$ cat src/hw/cpu_pkg.sv
`default_nettype none

package cpu_pkg;

  // data, instruction and address values
  typedef logic [31:0] word_t;
  // register index
  typedef logic [4:0]  reg_addr_t;
  // rom word: bit 35 last-word marker, 34..32 reserved, 31..0 instruction
  typedef logic [35:0] rom_word_t;
  // primary opcode, instruction bits 30..25
  typedef logic [5:0]  opcode_t;
  // alu sub-opcode, instruction bits 4..0
  typedef logic [4:0]  subop_t;

  // primary opcodes
  localparam opcode_t OP_ALU  = 6'b100000;
  localparam opcode_t OP_ADDI = 6'b101000;
  localparam opcode_t OP_ORI  = 6'b101100;
  localparam opcode_t OP_MOVI = 6'b100010;
  localparam opcode_t OP_LWI  = 6'b000010;
  localparam opcode_t OP_SWI  = 6'b001010;

  // sub-opcodes under OP_ALU
  localparam subop_t SUB_ADD = 5'b00000;
  localparam subop_t SUB_SUB = 5'b00001;
  localparam subop_t SUB_AND = 5'b00010;
  localparam subop_t SUB_XOR = 5'b00011;
  localparam subop_t SUB_OR  = 5'b00100;
  localparam subop_t SUB_SLL = 5'b01100;
  localparam subop_t SUB_SRL = 5'b01101;

  // which extended immediate feeds the alu
  typedef enum logic [1:0] {
    IMM_NONE,
    IMM_SE15,
    IMM_ZE15,
    IMM_SE20
  } imm_sel_e;

  typedef enum logic [2:0] {
    ALU_ADD,
    ALU_SUB,
    ALU_AND,
    ALU_OR,
    ALU_XOR,
    ALU_SLL,
    ALU_SRL
  } alu_op_e;

  typedef enum logic [1:0] {
    BOOT_IDLE,
    BOOT_COPY,
    BOOT_DONE
  } boot_state_e;

endpackage

`default_nettype wire
$ cat src/hw/cpu_core.sv
`timescale 1ns/1ps
`default_nettype none

module cpu_core
  import cpu_pkg::*;
#(
  parameter int IM_ADDR_W  = 10,
  parameter int DM_ADDR_W  = 15,
  parameter int ROM_ADDR_W = 8
) (
  input  wire logic             i_clk,
  input  wire logic             i_rst,
  input  wire logic             i_system_enable,
  input  wire word_t            i_instr,
  input  wire word_t            i_dm_rdata,
  input  wire rom_word_t        i_rom_data,
  output logic                  o_im_enable,
  output logic                  o_im_read,
  output logic                  o_im_write,
  output logic [IM_ADDR_W-1:0]  o_im_addr,
  output word_t                 o_im_wdata,
  output logic                  o_dm_enable,
  output logic                  o_dm_read,
  output logic                  o_dm_write,
  output logic [DM_ADDR_W-1:0]  o_dm_addr,
  output word_t                 o_dm_wdata,
  output logic                  o_rom_enable,
  output logic [ROM_ADDR_W-1:0] o_rom_addr,
  output logic                  o_boot_done
);

  // boot side of the im port
  logic                 boot_im_enable;
  logic                 boot_im_write;
  logic [IM_ADDR_W-1:0] boot_im_addr;
  word_t                boot_im_wdata;
  logic                 boot_done;

  word_t     pc;
  word_t     instr_id;
  reg_addr_t ra_addr, rb_addr, rt_addr;
  word_t     ra_data, rb_data, rt_data;

  // id/ex
  alu_op_e   ex_alu_op;
  logic      ex_alu_src_imm, ex_mem_read, ex_mem_write, ex_reg_write, ex_mem_to_reg;
  word_t     ex_imm, ex_src1, ex_src2, ex_store_data;
  reg_addr_t ex_dest;

  // ex/mem
  word_t     mem_alu_result;
  logic      mem_reg_write, mem_to_reg;
  reg_addr_t mem_dest;

  // write back
  logic      wb_en;
  reg_addr_t wb_addr;
  word_t     wb_data;

  boot_loader #(.IM_ADDR_W(IM_ADDR_W), .ROM_ADDR_W(ROM_ADDR_W)) boot_i (
    .i_clk(i_clk), .i_rst(i_rst), .i_system_enable(i_system_enable),
    .i_rom_data(i_rom_data), .o_rom_enable(o_rom_enable), .o_rom_addr(o_rom_addr),
    .o_im_enable(boot_im_enable), .o_im_write(boot_im_write),
    .o_im_addr(boot_im_addr), .o_im_wdata(boot_im_wdata), .o_boot_done(boot_done)
  );

  // im belongs to the boot loader until done, then to fetch
  assign o_im_enable = boot_done ? 1'b1 : boot_im_enable;
  assign o_im_read   = boot_done;
  assign o_im_write  = boot_done ? 1'b0 : boot_im_write;
  assign o_im_addr   = boot_done ? pc[IM_ADDR_W-1:0] : boot_im_addr;
  assign o_im_wdata  = boot_im_wdata;
  assign o_boot_done = boot_done;

  // whole pipeline steps on boot_done, no stalls
  fetch_stage #(.IM_ADDR_W(IM_ADDR_W)) fetch_i (
    .i_clk(i_clk), .i_rst(i_rst), .i_advance(boot_done), .i_instr(i_instr),
    .o_pc(pc), .o_instr_id(instr_id)
  );

  decode_stage decode_i (
    .i_clk(i_clk), .i_rst(i_rst), .i_advance(boot_done), .i_instr_id(instr_id),
    .i_ra_data(ra_data), .i_rb_data(rb_data), .i_rt_data(rt_data),
    .o_ra_addr(ra_addr), .o_rb_addr(rb_addr), .o_rt_addr(rt_addr),
    .o_alu_op(ex_alu_op), .o_alu_src_imm(ex_alu_src_imm), .o_mem_read(ex_mem_read),
    .o_mem_write(ex_mem_write), .o_reg_write(ex_reg_write), .o_mem_to_reg(ex_mem_to_reg),
    .o_imm(ex_imm), .o_src1(ex_src1), .o_src2(ex_src2), .o_store_data(ex_store_data),
    .o_dest(ex_dest)
  );

  reg_file rf_i (
    .i_clk(i_clk), .i_rst(i_rst), .i_ra_addr(ra_addr), .i_rb_addr(rb_addr),
    .i_rt_addr(rt_addr), .i_wr_en(wb_en), .i_wr_addr(wb_addr), .i_wr_data(wb_data),
    .o_ra_data(ra_data), .o_rb_data(rb_data), .o_rt_data(rt_data)
  );

  execute_stage #(.DM_ADDR_W(DM_ADDR_W)) execute_i (
    .i_clk(i_clk), .i_rst(i_rst), .i_advance(boot_done), .i_alu_op(ex_alu_op),
    .i_alu_src_imm(ex_alu_src_imm), .i_mem_read(ex_mem_read), .i_mem_write(ex_mem_write),
    .i_reg_write(ex_reg_write), .i_mem_to_reg(ex_mem_to_reg), .i_imm(ex_imm),
    .i_src1(ex_src1), .i_src2(ex_src2), .i_store_data(ex_store_data), .i_dest(ex_dest),
    .o_alu_result(mem_alu_result), .o_dm_enable(o_dm_enable), .o_dm_addr(o_dm_addr),
    .o_dm_wdata(o_dm_wdata), .o_mem_read(o_dm_read), .o_mem_write(o_dm_write),
    .o_reg_write(mem_reg_write), .o_mem_to_reg(mem_to_reg), .o_dest(mem_dest)
  );

  mem_wb_stage mem_wb_i (
    .i_clk(i_clk), .i_rst(i_rst), .i_advance(boot_done), .i_alu_result(mem_alu_result),
    .i_dm_rdata(i_dm_rdata), .i_mem_to_reg(mem_to_reg), .i_reg_write(mem_reg_write),
    .i_dest(mem_dest), .o_wr_en(wb_en), .o_wr_addr(wb_addr), .o_wr_data(wb_data)
  );

endmodule

`default_nettype wire

$ cat src/hw/mem_wb_stage.sv
`timescale 1ns/1ps
`default_nettype none

module mem_wb_stage
  import cpu_pkg::*;
(
  input  wire logic      i_clk,
  input  wire logic      i_rst,
  input  wire logic      i_advance,
  input  wire word_t     i_alu_result,
  input  wire word_t     i_dm_rdata,
  input  wire logic      i_mem_to_reg,
  input  wire logic      i_reg_write,
  input  wire reg_addr_t i_dest,
  output logic           o_wr_en,
  output reg_addr_t      o_wr_addr,
  output word_t          o_wr_data
);

  word_t alu_q;
  word_t load_q;
  logic  mem_to_reg_q;

  // mem/wb register, dm read data arrives same cycle
  always_ff @(posedge i_clk) begin
    if (i_rst) begin
      alu_q        <= '0;
      load_q       <= '0;
      mem_to_reg_q <= 1'b0;
      o_wr_en      <= 1'b0;
      o_wr_addr    <= '0;
    end else if (i_advance) begin
      alu_q        <= i_alu_result;
      load_q       <= i_dm_rdata;
      mem_to_reg_q <= i_mem_to_reg;
      o_wr_en      <= i_reg_write;
      o_wr_addr    <= i_dest;
    end
  end

  // loads write memory data, everything else the alu result
  assign o_wr_data = mem_to_reg_q ? load_q : alu_q;

endmodule

`default_nettype wire

$ cat src/hw/execute_stage.sv
`timescale 1ns/1ps
`default_nettype none

module execute_stage
  import cpu_pkg::*;
#(
  parameter int DM_ADDR_W = 15
) (
  input  wire logic       i_clk,
  input  wire logic       i_rst,
  input  wire logic       i_advance,
  input  wire alu_op_e    i_alu_op,
  input  wire logic       i_alu_src_imm,
  input  wire logic       i_mem_read,
  input  wire logic       i_mem_write,
  input  wire logic       i_reg_write,
  input  wire logic       i_mem_to_reg,
  input  wire word_t      i_imm,
  input  wire word_t      i_src1,
  input  wire word_t      i_src2,
  input  wire word_t      i_store_data,
  input  wire reg_addr_t  i_dest,
  output word_t           o_alu_result,
  output logic            o_dm_enable,
  output logic [DM_ADDR_W-1:0] o_dm_addr,
  output word_t           o_dm_wdata,
  output logic            o_mem_read,
  output logic            o_mem_write,
  output logic            o_reg_write,
  output logic            o_mem_to_reg,
  output reg_addr_t       o_dest
);

  word_t opnd_b;
  word_t result;

  // second operand, register or immediate
  assign opnd_b = i_alu_src_imm ? i_imm : i_src2;

  always_comb begin
    case (i_alu_op)
      ALU_ADD: result = i_src1 + opnd_b;
      ALU_SUB: result = i_src1 - opnd_b;
      ALU_AND: result = i_src1 & opnd_b;
      ALU_OR:  result = i_src1 | opnd_b;
      ALU_XOR: result = i_src1 ^ opnd_b;
      // shift amount from low 5 bits only
      ALU_SLL: result = i_src1 << opnd_b[4:0];
      ALU_SRL: result = i_src1 >> opnd_b[4:0];
      default: result = '0;
    endcase
  end

  // ex/mem register, drives the dm ports directly
  always_ff @(posedge i_clk) begin
    if (i_rst) begin
      o_alu_result <= '0;
      o_dm_enable  <= 1'b0;
      o_dm_addr    <= '0;
      o_dm_wdata   <= '0;
      o_mem_read   <= 1'b0;
      o_mem_write  <= 1'b0;
      o_reg_write  <= 1'b0;
      o_mem_to_reg <= 1'b0;
      o_dest       <= '0;
    end else if (i_advance) begin
      o_alu_result <= result;
      o_dm_enable  <= i_mem_read | i_mem_write;
      // word address, truncated alu sum
      o_dm_addr    <= result[DM_ADDR_W-1:0];
      o_dm_wdata   <= i_store_data;
      o_mem_read   <= i_mem_read;
      o_mem_write  <= i_mem_write;
      o_reg_write  <= i_reg_write;
      o_mem_to_reg <= i_mem_to_reg;
      o_dest       <= i_dest;
    end
  end

endmodule

`default_nettype wire

$ cat src/hw/reg_file.sv
`timescale 1ns/1ps
`default_nettype none

module reg_file
  import cpu_pkg::*;
(
  input  wire logic      i_clk,
  input  wire logic      i_rst,
  input  wire reg_addr_t i_ra_addr,
  input  wire reg_addr_t i_rb_addr,
  input  wire reg_addr_t i_rt_addr,
  input  wire logic      i_wr_en,
  input  wire reg_addr_t i_wr_addr,
  input  wire word_t     i_wr_data,
  output word_t          o_ra_data,
  output word_t          o_rb_data,
  output word_t          o_rt_data
);

  word_t regs [32];

  always_ff @(posedge i_clk) begin
    if (i_rst) begin
      for (int i = 0; i < 32; i++) regs[i] <= '0;
    end else if (i_wr_en && (i_wr_addr != '0)) begin
      regs[i_wr_addr] <= i_wr_data;
    end
  end

  // r0 reads zero and a same-cycle write wins over the stored value
  assign o_ra_data = (i_ra_addr == '0) ? '0 :
                     (i_wr_en && (i_wr_addr == i_ra_addr)) ? i_wr_data : regs[i_ra_addr];
  assign o_rb_data = (i_rb_addr == '0) ? '0 :
                     (i_wr_en && (i_wr_addr == i_rb_addr)) ? i_wr_data : regs[i_rb_addr];
  assign o_rt_data = (i_rt_addr == '0) ? '0 :
                     (i_wr_en && (i_wr_addr == i_rt_addr)) ? i_wr_data : regs[i_rt_addr];

endmodule

`default_nettype wire

$ cat src/hw/decode_stage.sv
`timescale 1ns/1ps
`default_nettype none

module decode_stage
  import cpu_pkg::*;
(
  input  wire logic  i_clk,
  input  wire logic  i_rst,
  input  wire logic  i_advance,
  input  wire word_t i_instr_id,
  input  wire word_t i_ra_data,
  input  wire word_t i_rb_data,
  input  wire word_t i_rt_data,
  output reg_addr_t  o_ra_addr,
  output reg_addr_t  o_rb_addr,
  output reg_addr_t  o_rt_addr,
  output alu_op_e    o_alu_op,
  output logic       o_alu_src_imm,
  output logic       o_mem_read,
  output logic       o_mem_write,
  output logic       o_reg_write,
  output logic       o_mem_to_reg,
  output word_t      o_imm,
  output word_t      o_src1,
  output word_t      o_src2,
  output word_t      o_store_data,
  output reg_addr_t  o_dest
);

  opcode_t   opcode;
  subop_t    subop;
  imm_sel_e  imm_sel;
  alu_op_e   alu_op;
  logic      alu_src_imm;
  logic      mem_read;
  logic      mem_write;
  logic      reg_write;
  logic      mem_to_reg;
  logic      zero_src1;
  logic      illegal;
  word_t     imm;

  assign opcode    = i_instr_id[30:25];
  assign subop     = i_instr_id[4:0];
  // register read addresses straight from the fields
  assign o_rt_addr = i_instr_id[24:20];
  assign o_ra_addr = i_instr_id[19:15];
  assign o_rb_addr = i_instr_id[14:10];

  always_comb begin
    alu_op      = ALU_ADD;
    alu_src_imm = 1'b0;
    mem_read    = 1'b0;
    mem_write   = 1'b0;
    reg_write   = 1'b0;
    mem_to_reg  = 1'b0;
    zero_src1   = 1'b0;
    imm_sel     = IMM_NONE;
    illegal     = 1'b0;
    case (opcode)
      OP_ALU: begin
        reg_write = 1'b1;
        case (subop)
          SUB_ADD: alu_op = ALU_ADD;
          SUB_SUB: alu_op = ALU_SUB;
          SUB_AND: alu_op = ALU_AND;
          SUB_OR:  alu_op = ALU_OR;
          SUB_XOR: alu_op = ALU_XOR;
          SUB_SLL: alu_op = ALU_SLL;
          SUB_SRL: alu_op = ALU_SRL;
          default: begin
            reg_write = 1'b0;
            illegal   = 1'b1;
          end
        endcase
      end
      OP_ADDI: begin
        reg_write   = 1'b1;
        alu_src_imm = 1'b1;
        imm_sel     = IMM_SE15;
      end
      OP_ORI: begin
        reg_write   = 1'b1;
        alu_src_imm = 1'b1;
        imm_sel     = IMM_ZE15;
        alu_op      = ALU_OR;
      end
      OP_MOVI: begin
        // 0 + imm20 since the ra field overlaps the immediate
        reg_write   = 1'b1;
        alu_src_imm = 1'b1;
        imm_sel     = IMM_SE20;
        zero_src1   = 1'b1;
      end
      OP_LWI: begin
        reg_write   = 1'b1;
        alu_src_imm = 1'b1;
        imm_sel     = IMM_SE15;
        mem_read    = 1'b1;
        mem_to_reg  = 1'b1;
      end
      OP_SWI: begin
        alu_src_imm = 1'b1;
        imm_sel     = IMM_SE15;
        mem_write   = 1'b1;
      end
      // all-zero word is the nop and anything else here is unknown
      default: illegal = (i_instr_id != '0);
    endcase
  end

  // immediate extension
  always_comb begin
    case (imm_sel)
      IMM_SE15: imm = {{17{i_instr_id[14]}}, i_instr_id[14:0]};
      IMM_ZE15: imm = {17'b0, i_instr_id[14:0]};
      IMM_SE20: imm = {{12{i_instr_id[19]}}, i_instr_id[19:0]};
      default:  imm = '0;
    endcase
  end

  // id/ex register
  always_ff @(posedge i_clk) begin
    if (i_rst) begin
      {o_alu_src_imm, o_mem_read, o_mem_write, o_reg_write, o_mem_to_reg} <= '0;
      o_alu_op     <= ALU_ADD;
      o_imm        <= '0;
      o_src1       <= '0;
      o_src2       <= '0;
      o_store_data <= '0;
      o_dest       <= '0;
    end else if (i_advance) begin
      {o_alu_src_imm, o_mem_read, o_mem_write} <= {alu_src_imm, mem_read, mem_write};
      {o_reg_write, o_mem_to_reg}              <= {reg_write, mem_to_reg};
      o_alu_op     <= alu_op;
      o_imm        <= imm;
      o_src1       <= zero_src1 ? '0 : i_ra_data;
      o_src2       <= i_rb_data;
      o_store_data <= i_rt_data;
      o_dest       <= o_rt_addr;
    end
  end

  // flag an unknown instruction entering the pipeline
  a_no_illegal: assert property (@(posedge i_clk) disable iff (i_rst)
    i_advance |-> !illegal);

endmodule

`default_nettype wire

$ cat src/hw/fetch_stage.sv
`timescale 1ns/1ps
`default_nettype none

module fetch_stage
  import cpu_pkg::*;
#(
  parameter int IM_ADDR_W = 10
) (
  input  wire logic  i_clk,
  input  wire logic  i_rst,
  input  wire logic  i_advance,
  input  wire word_t i_instr,
  output word_t      o_pc,
  output word_t      o_instr_id
);

  word_t                 pc_q;
  word_t                 instr_q;
  logic [IM_ADDR_W-1:0]  pc_next_idx;

  // word addressed pc, wraps inside instruction memory
  assign pc_next_idx = pc_q[IM_ADDR_W-1:0] + 1'b1;

  always_ff @(posedge i_clk) begin
    if (i_rst) begin
      pc_q <= '0;
    end else if (i_advance) begin
      pc_q <= word_t'(pc_next_idx);
    end
  end

  // if/id register, zero word is a nop until the first advance
  always_ff @(posedge i_clk) begin
    if (i_rst) begin
      instr_q <= '0;
    end else if (i_advance) begin
      instr_q <= i_instr;
    end
  end

  assign o_pc       = pc_q;
  assign o_instr_id = instr_q;

endmodule

`default_nettype wire

$ cat src/hw/boot_loader.sv
`timescale 1ns/1ps
`default_nettype none

module boot_loader
  import cpu_pkg::*;
#(
  parameter int IM_ADDR_W  = 10,
  parameter int ROM_ADDR_W = 8
) (
  input  wire logic                  i_clk,
  input  wire logic                  i_rst,
  input  wire logic                  i_system_enable,
  input  wire rom_word_t             i_rom_data,
  output logic                       o_rom_enable,
  output logic [ROM_ADDR_W-1:0]      o_rom_addr,
  output logic                       o_im_enable,
  output logic                       o_im_write,
  output logic [IM_ADDR_W-1:0]       o_im_addr,
  output word_t                      o_im_wdata,
  output logic                       o_boot_done
);

  boot_state_e             state_q;
  boot_state_e             state_d;
  logic [ROM_ADDR_W-1:0]   addr_q;
  logic                    copying;

  assign copying = (state_q == BOOT_COPY);

  // leave copy once the marked word is written
  always_comb begin
    state_d = state_q;
    case (state_q)
      BOOT_IDLE: if (i_system_enable) state_d = BOOT_COPY;
      BOOT_COPY: if (i_rom_data[35]) state_d = BOOT_DONE;
      default:   state_d = BOOT_DONE;
    endcase
  end

  always_ff @(posedge i_clk) begin
    if (i_rst) begin
      state_q <= BOOT_IDLE;
      addr_q  <= '0;
    end else begin
      state_q <= state_d;
      // one rom word per cycle while copying
      if (copying) addr_q <= addr_q + 1'b1;
    end
  end

  // rom word lands in im at the same index in the same cycle
  assign o_rom_enable = copying;
  assign o_rom_addr   = addr_q;
  assign o_im_enable  = copying;
  assign o_im_write   = copying;
  assign o_im_addr    = IM_ADDR_W'(addr_q);
  assign o_im_wdata   = i_rom_data[31:0];
  assign o_boot_done  = (state_q == BOOT_DONE);

  // the marker must show up before the rom address wraps
  a_rom_no_wrap: assert property (@(posedge i_clk) disable iff (i_rst)
    (copying && (&addr_q)) |-> i_rom_data[35]);

endmodule

`default_nettype wire

$ cat config.mk
export PLATFORM = sky130hd
export DESIGN_NAME = cpu_core
export DESIGN_NICKNAME = d
export VERILOG_FILES = /design/src/hw/cpu_pkg.sv /design/src/hw/cpu_core.sv /design/src/hw/mem_wb_stage.sv /design/src/hw/execute_stage.sv /design/src/hw/reg_file.sv /design/src/hw/decode_stage.sv /design/src/hw/fetch_stage.sv /design/src/hw/boot_loader.sv
export SDC_FILE = /design/constraint.sdc
export NUM_CORES = 2
export LEC_CHECK = 0
export BUFFER_PORTS_ARGS = -buffer_cell sky130_fd_sc_hd__buf_4
export CAP_MARGIN = 20
export CORE_MARGIN = 3
export CORE_UTILIZATION = 27
export CTS_CLUSTER_SIZE = 16
export DETAILED_ROUTE_END_ITERATION = 16
export PLACE_DENSITY_LB_ADDON = 0.25
export SLEW_MARGIN = 20
export SYNTH_ARGS = -nofsm -noshare
export SYNTH_HDL_FRONTEND = slang
export SYNTH_SLANG_ARGS = --single-unit
$ cat constraint.sdc
create_clock -name i_clk -period 5 [get_ports i_clk]
set_clock_uncertainty 0.2 [all_clocks]
set_input_delay 0.75 -clock i_clk [delete_from_list [all_inputs] [get_ports i_clk]]
set_output_delay 0.75 -clock i_clk [all_outputs]
set_load 0.05 [all_outputs]
==> impl_metrics.ini <==
[setup_path]
crit_chain = buf_6, mux2i_4, inv_2, buf_4, nor2_1, nand2_1, a21o_1, nor2_1, a31oi_1, xnor2_1, ha_1, a211oi_1, o21ai_0, buf_4, a211oi_1, a31oi_1, buf_4, a221oi_2, a32oi_1, a221oi_1
slowest_delay_ps = 420
worstPathArrival_ps = 5250
cp_slowest_cell = dfxtp_2
regToRegEndpoint = execute_i.o_alu_result[29]
crit_fanout = 29
rrSetupSlack_ps = 270
reg2reg_from = decode_i.o_alu_src_imm
worst_setup_path_end_kind = register
start_kind = register
cpMostUsedCell = buf_4
crit_required_ps = 5520
rr_worst_depth = 20
endpoint = execute_i.o_alu_result[29]
cp-startpoint = decode_i.o_alu_src_imm
worstSetupPathType = register to register

[cells_and_area]
area.growth.synth_to_final_pct = 17.5
final_cells = 10300
drive_above_1_share_pct = 30.8
largest_register = rf_i.regs
largest_reg_flops = 1024
fillers = 29200
design_area_mm2 = 0.0942
fin_nets = 6402

[sta]
rsz0062_at_grt = yes
slew_violations = 0
relSlewSlack_pct = 22.1
fin_ws_ps = 274
finalSetupViolCount = 0
fin_crit_ps = 4730
fmax_mhz = 212
worst_pin_slew_ps = 1160
fin_crit_sh_pct = 94.5
hold_viol_final = 0

[clock_tree]
tritoncts.num_buffers = 165
postCtsSetupRepairBufs = 0
cts_root_buf = clkbuf_16
clock_latency_ps = 840
clock_sinks = 1362
cts_max_path_buffers = 3
cts_max_level = 4
cts_tree = built
clk_pin_slew_ps = 60

[yosys]
synth.area.top_cells = edfxtp_1 38%, mux4_2 28%, dfxtp_1 8.4%, nor2_1 6.0%, mux2i_1 3.4%
synth_top_area_share_pct = 38.3
synth.distinct_cells = 81
synth_ff_type = edfxtp_1
syn_area_per_cell_um2 = 13.2
synth_edf_count = 1024
yosys_warnings = 0
synth_area_leader_cell = edfxtp_1
synth_area_mm2 = 0.0802
syn_inst = 6073
ys_ff_latch = 1362
ys_async_sr_fraction_pct = 0
seq_area_frac_synth_pct = 46.8

[placement]
dp_hpwl_um = 218000
place_congestion = 0.948
portBuffers = 139
placed_cells = 9882
place_ws_ps = 107
postPlaceCellArea_mm2 = 0.0880

[detailed_routing]
ant_nets = 0
firstDrtPassIters = 6
vias = 59000
wl_um = 335000
drc = 0
avgRoutedWirePerCell_um = 32.7
viasPerCell = 5.75
drt_iter0_markers = 7859

[global_route]
grt_antenna_before_repair = 14
track_usage_pct = 21.6
grt_max_degree = 97
grt.overflow.total = 0
grt_pass1_vias = 58200
grt_pass1_wl_um = 467000

[floorplanning]
die_y_um = 551
placeableCoreArea_mm2 = 0.295
dieArea_mm2 = 0.304
pin_count = 208
rows = 199
start_util_pct = 27.2
die_w_um = 551

[outcome]
status = finished, final reports clean

[worst_hold_path]
min_path_type = input pin to register

[power_and_ir_drop]
leakagePower_nw = 30.2
max-vdd-ir-drop_mv = 0.336
power.density_mw_per_mm2 = 370

[run]
max_cap_violations = 0
[layout make-up]
| type | count | area [µm²] | share of cell area, % |
|---|---|---|---|
| multi-input combinational | 3999 | 40500 | 43.0 |
| sequential | 1362 | 37600 | 39.9 |
| timing repair buffer | 590 | 5480 | 5.81 |
| tap | 3919 | 4900 | 5.20 |
| clock buffer | 210 | 4520 | 4.80 |
| clock inverter | 97 | 940 | 0.997 |
| inverter | 77 | 289 | 0.307 |
| antenna | 10 | 25.0 | 0.0266 |
[logic make-up after synthesis]
family	Yosys count	share of synthesized area, %
adders and majority gates	104	1.63
other	1	0.00467
xor gates and xnor gates	82	0.905
AOI/OAI and AO/OA	724	6.26
DFF	1362	46.8
buffers and inverters	743	3.78
and+or+nand+nor	1778	9.22
muxes	1279	31.4
[synthesized netlist by cell type (33+ instances only)]
master    instances
nor2_1         1290
edfxtp_1       1024
mux4_2          990
clkbuf_1        478
dfxtp_1         338
mux2i_1         270
nand2_1         205
a21oi_1         193
a211oi_1        126
nor2b_1         109
buf_1           103
ha_1            103
a22o_1           97
inv_1            72
o21ai_0          69
a22oi_1          54
buf_4            51
xnor2_1          51
nand2b_1         42
buf_2            33
[cell usage in the layout (no fill, tap or decap), types with 27 or more instances in the layout]
| cell | n |
|---|---|
| a211oi_1 | 126 |
| a21oi_1 | 191 |
| a221oi_1 | 27 |
| a22o_1 | 97 |
| a22oi_1 | 54 |
| buf_12 | 67 |
| buf_4 | 456 |
| clkbuf_16 | 168 |
| clkinv_1 | 29 |
| clkinv_2 | 30 |
| conb_1 | 32 |
| dfxtp_1 | 321 |
| dlygate4sd3_1 | 63 |
| edfxtp_1 | 1024 |
| ha_1 | 102 |
| inv_1 | 71 |
| mux2i_1 | 233 |
| mux2i_4 | 39 |
| mux4_2 | 990 |
| nand2_1 | 174 |
| nand2_2 | 31 |
| nand2b_2 | 31 |
| nor2_1 | 1288 |
| nor2b_1 | 107 |
| o211ai_1 | 28 |
| o21ai_0 | 66 |
| o221ai_1 | 30 |
| xnor2_1 | 51 |
| xor2_1 | 30 |
[power breakdown]
part	total [W]	switching, W	internal, W
clock	0.0122	0.00519	0.00705
combinational	0.00926	0.00520	0.00406
sequential	0.0133	0.000709	0.0126
[stage by stage]
step	setup TNS, ps	power (W)	hold WS, ps	util, %
final	0	0.0348	84.6	32.0
after floorplan	0	0.0190	242	-
after CTS	0	0.0350	23.6	31.9
after global placement	-49.3	0.0227	267	29.9
after detailed placement	0	0.0227	269	29.9
after global routing	-7.35	0.0360	52.6	32.0
[layer usage]
layer	up-vias	share of wire, %	global-route usage (%)	wire length, µm
met5	-	0.0039	0	13
met3	622	9.0	3.53	30000
li1	23800	-	-	-
met2	3546	46	33.6	153000
met1	31000	41	29.8	136000
met4	2	4.7	9.37	15800
[worst min path at each step]
stage	from	endpoint	slack (ps)	cells past startpoint
finish	i_rst	mem_wb_i.alu_q[30]	80	2
global route	i_rst	mem_wb_i.alu_q[30]	50	2
CTS	i_rst	mem_wb_i.alu_q[28]	20	2
detailed placement	decode_i.o_src2[11]	decode_i.o_src2[11]	270	1
global placement	decode_i.o_src2[10]	decode_i.o_src2[10]	270	1
floorplan	decode_i.o_store_data[30]	decode_i.o_store_data[30]	240	1
[repair_timing]
action / CTS / global route
gates resized for setup: 0 / 14
hold buffers: 63 / 0
endpoints found under the hold margin: 77 / 0
endpoints found under the setup margin: 0 / 12
[critical path, delay by kind of cell, from the launching register on]
family | cells | cell delay, ps
compound gates | 9 | 2000
xor+xnor | 1 | 170
fa+ha+maj | 1 | 250
buf+inv | 5 | 830
flops | 1 | 420
mux | 1 | 250
simple gates | 3 | 480
(Power assumes the default switching activity.)
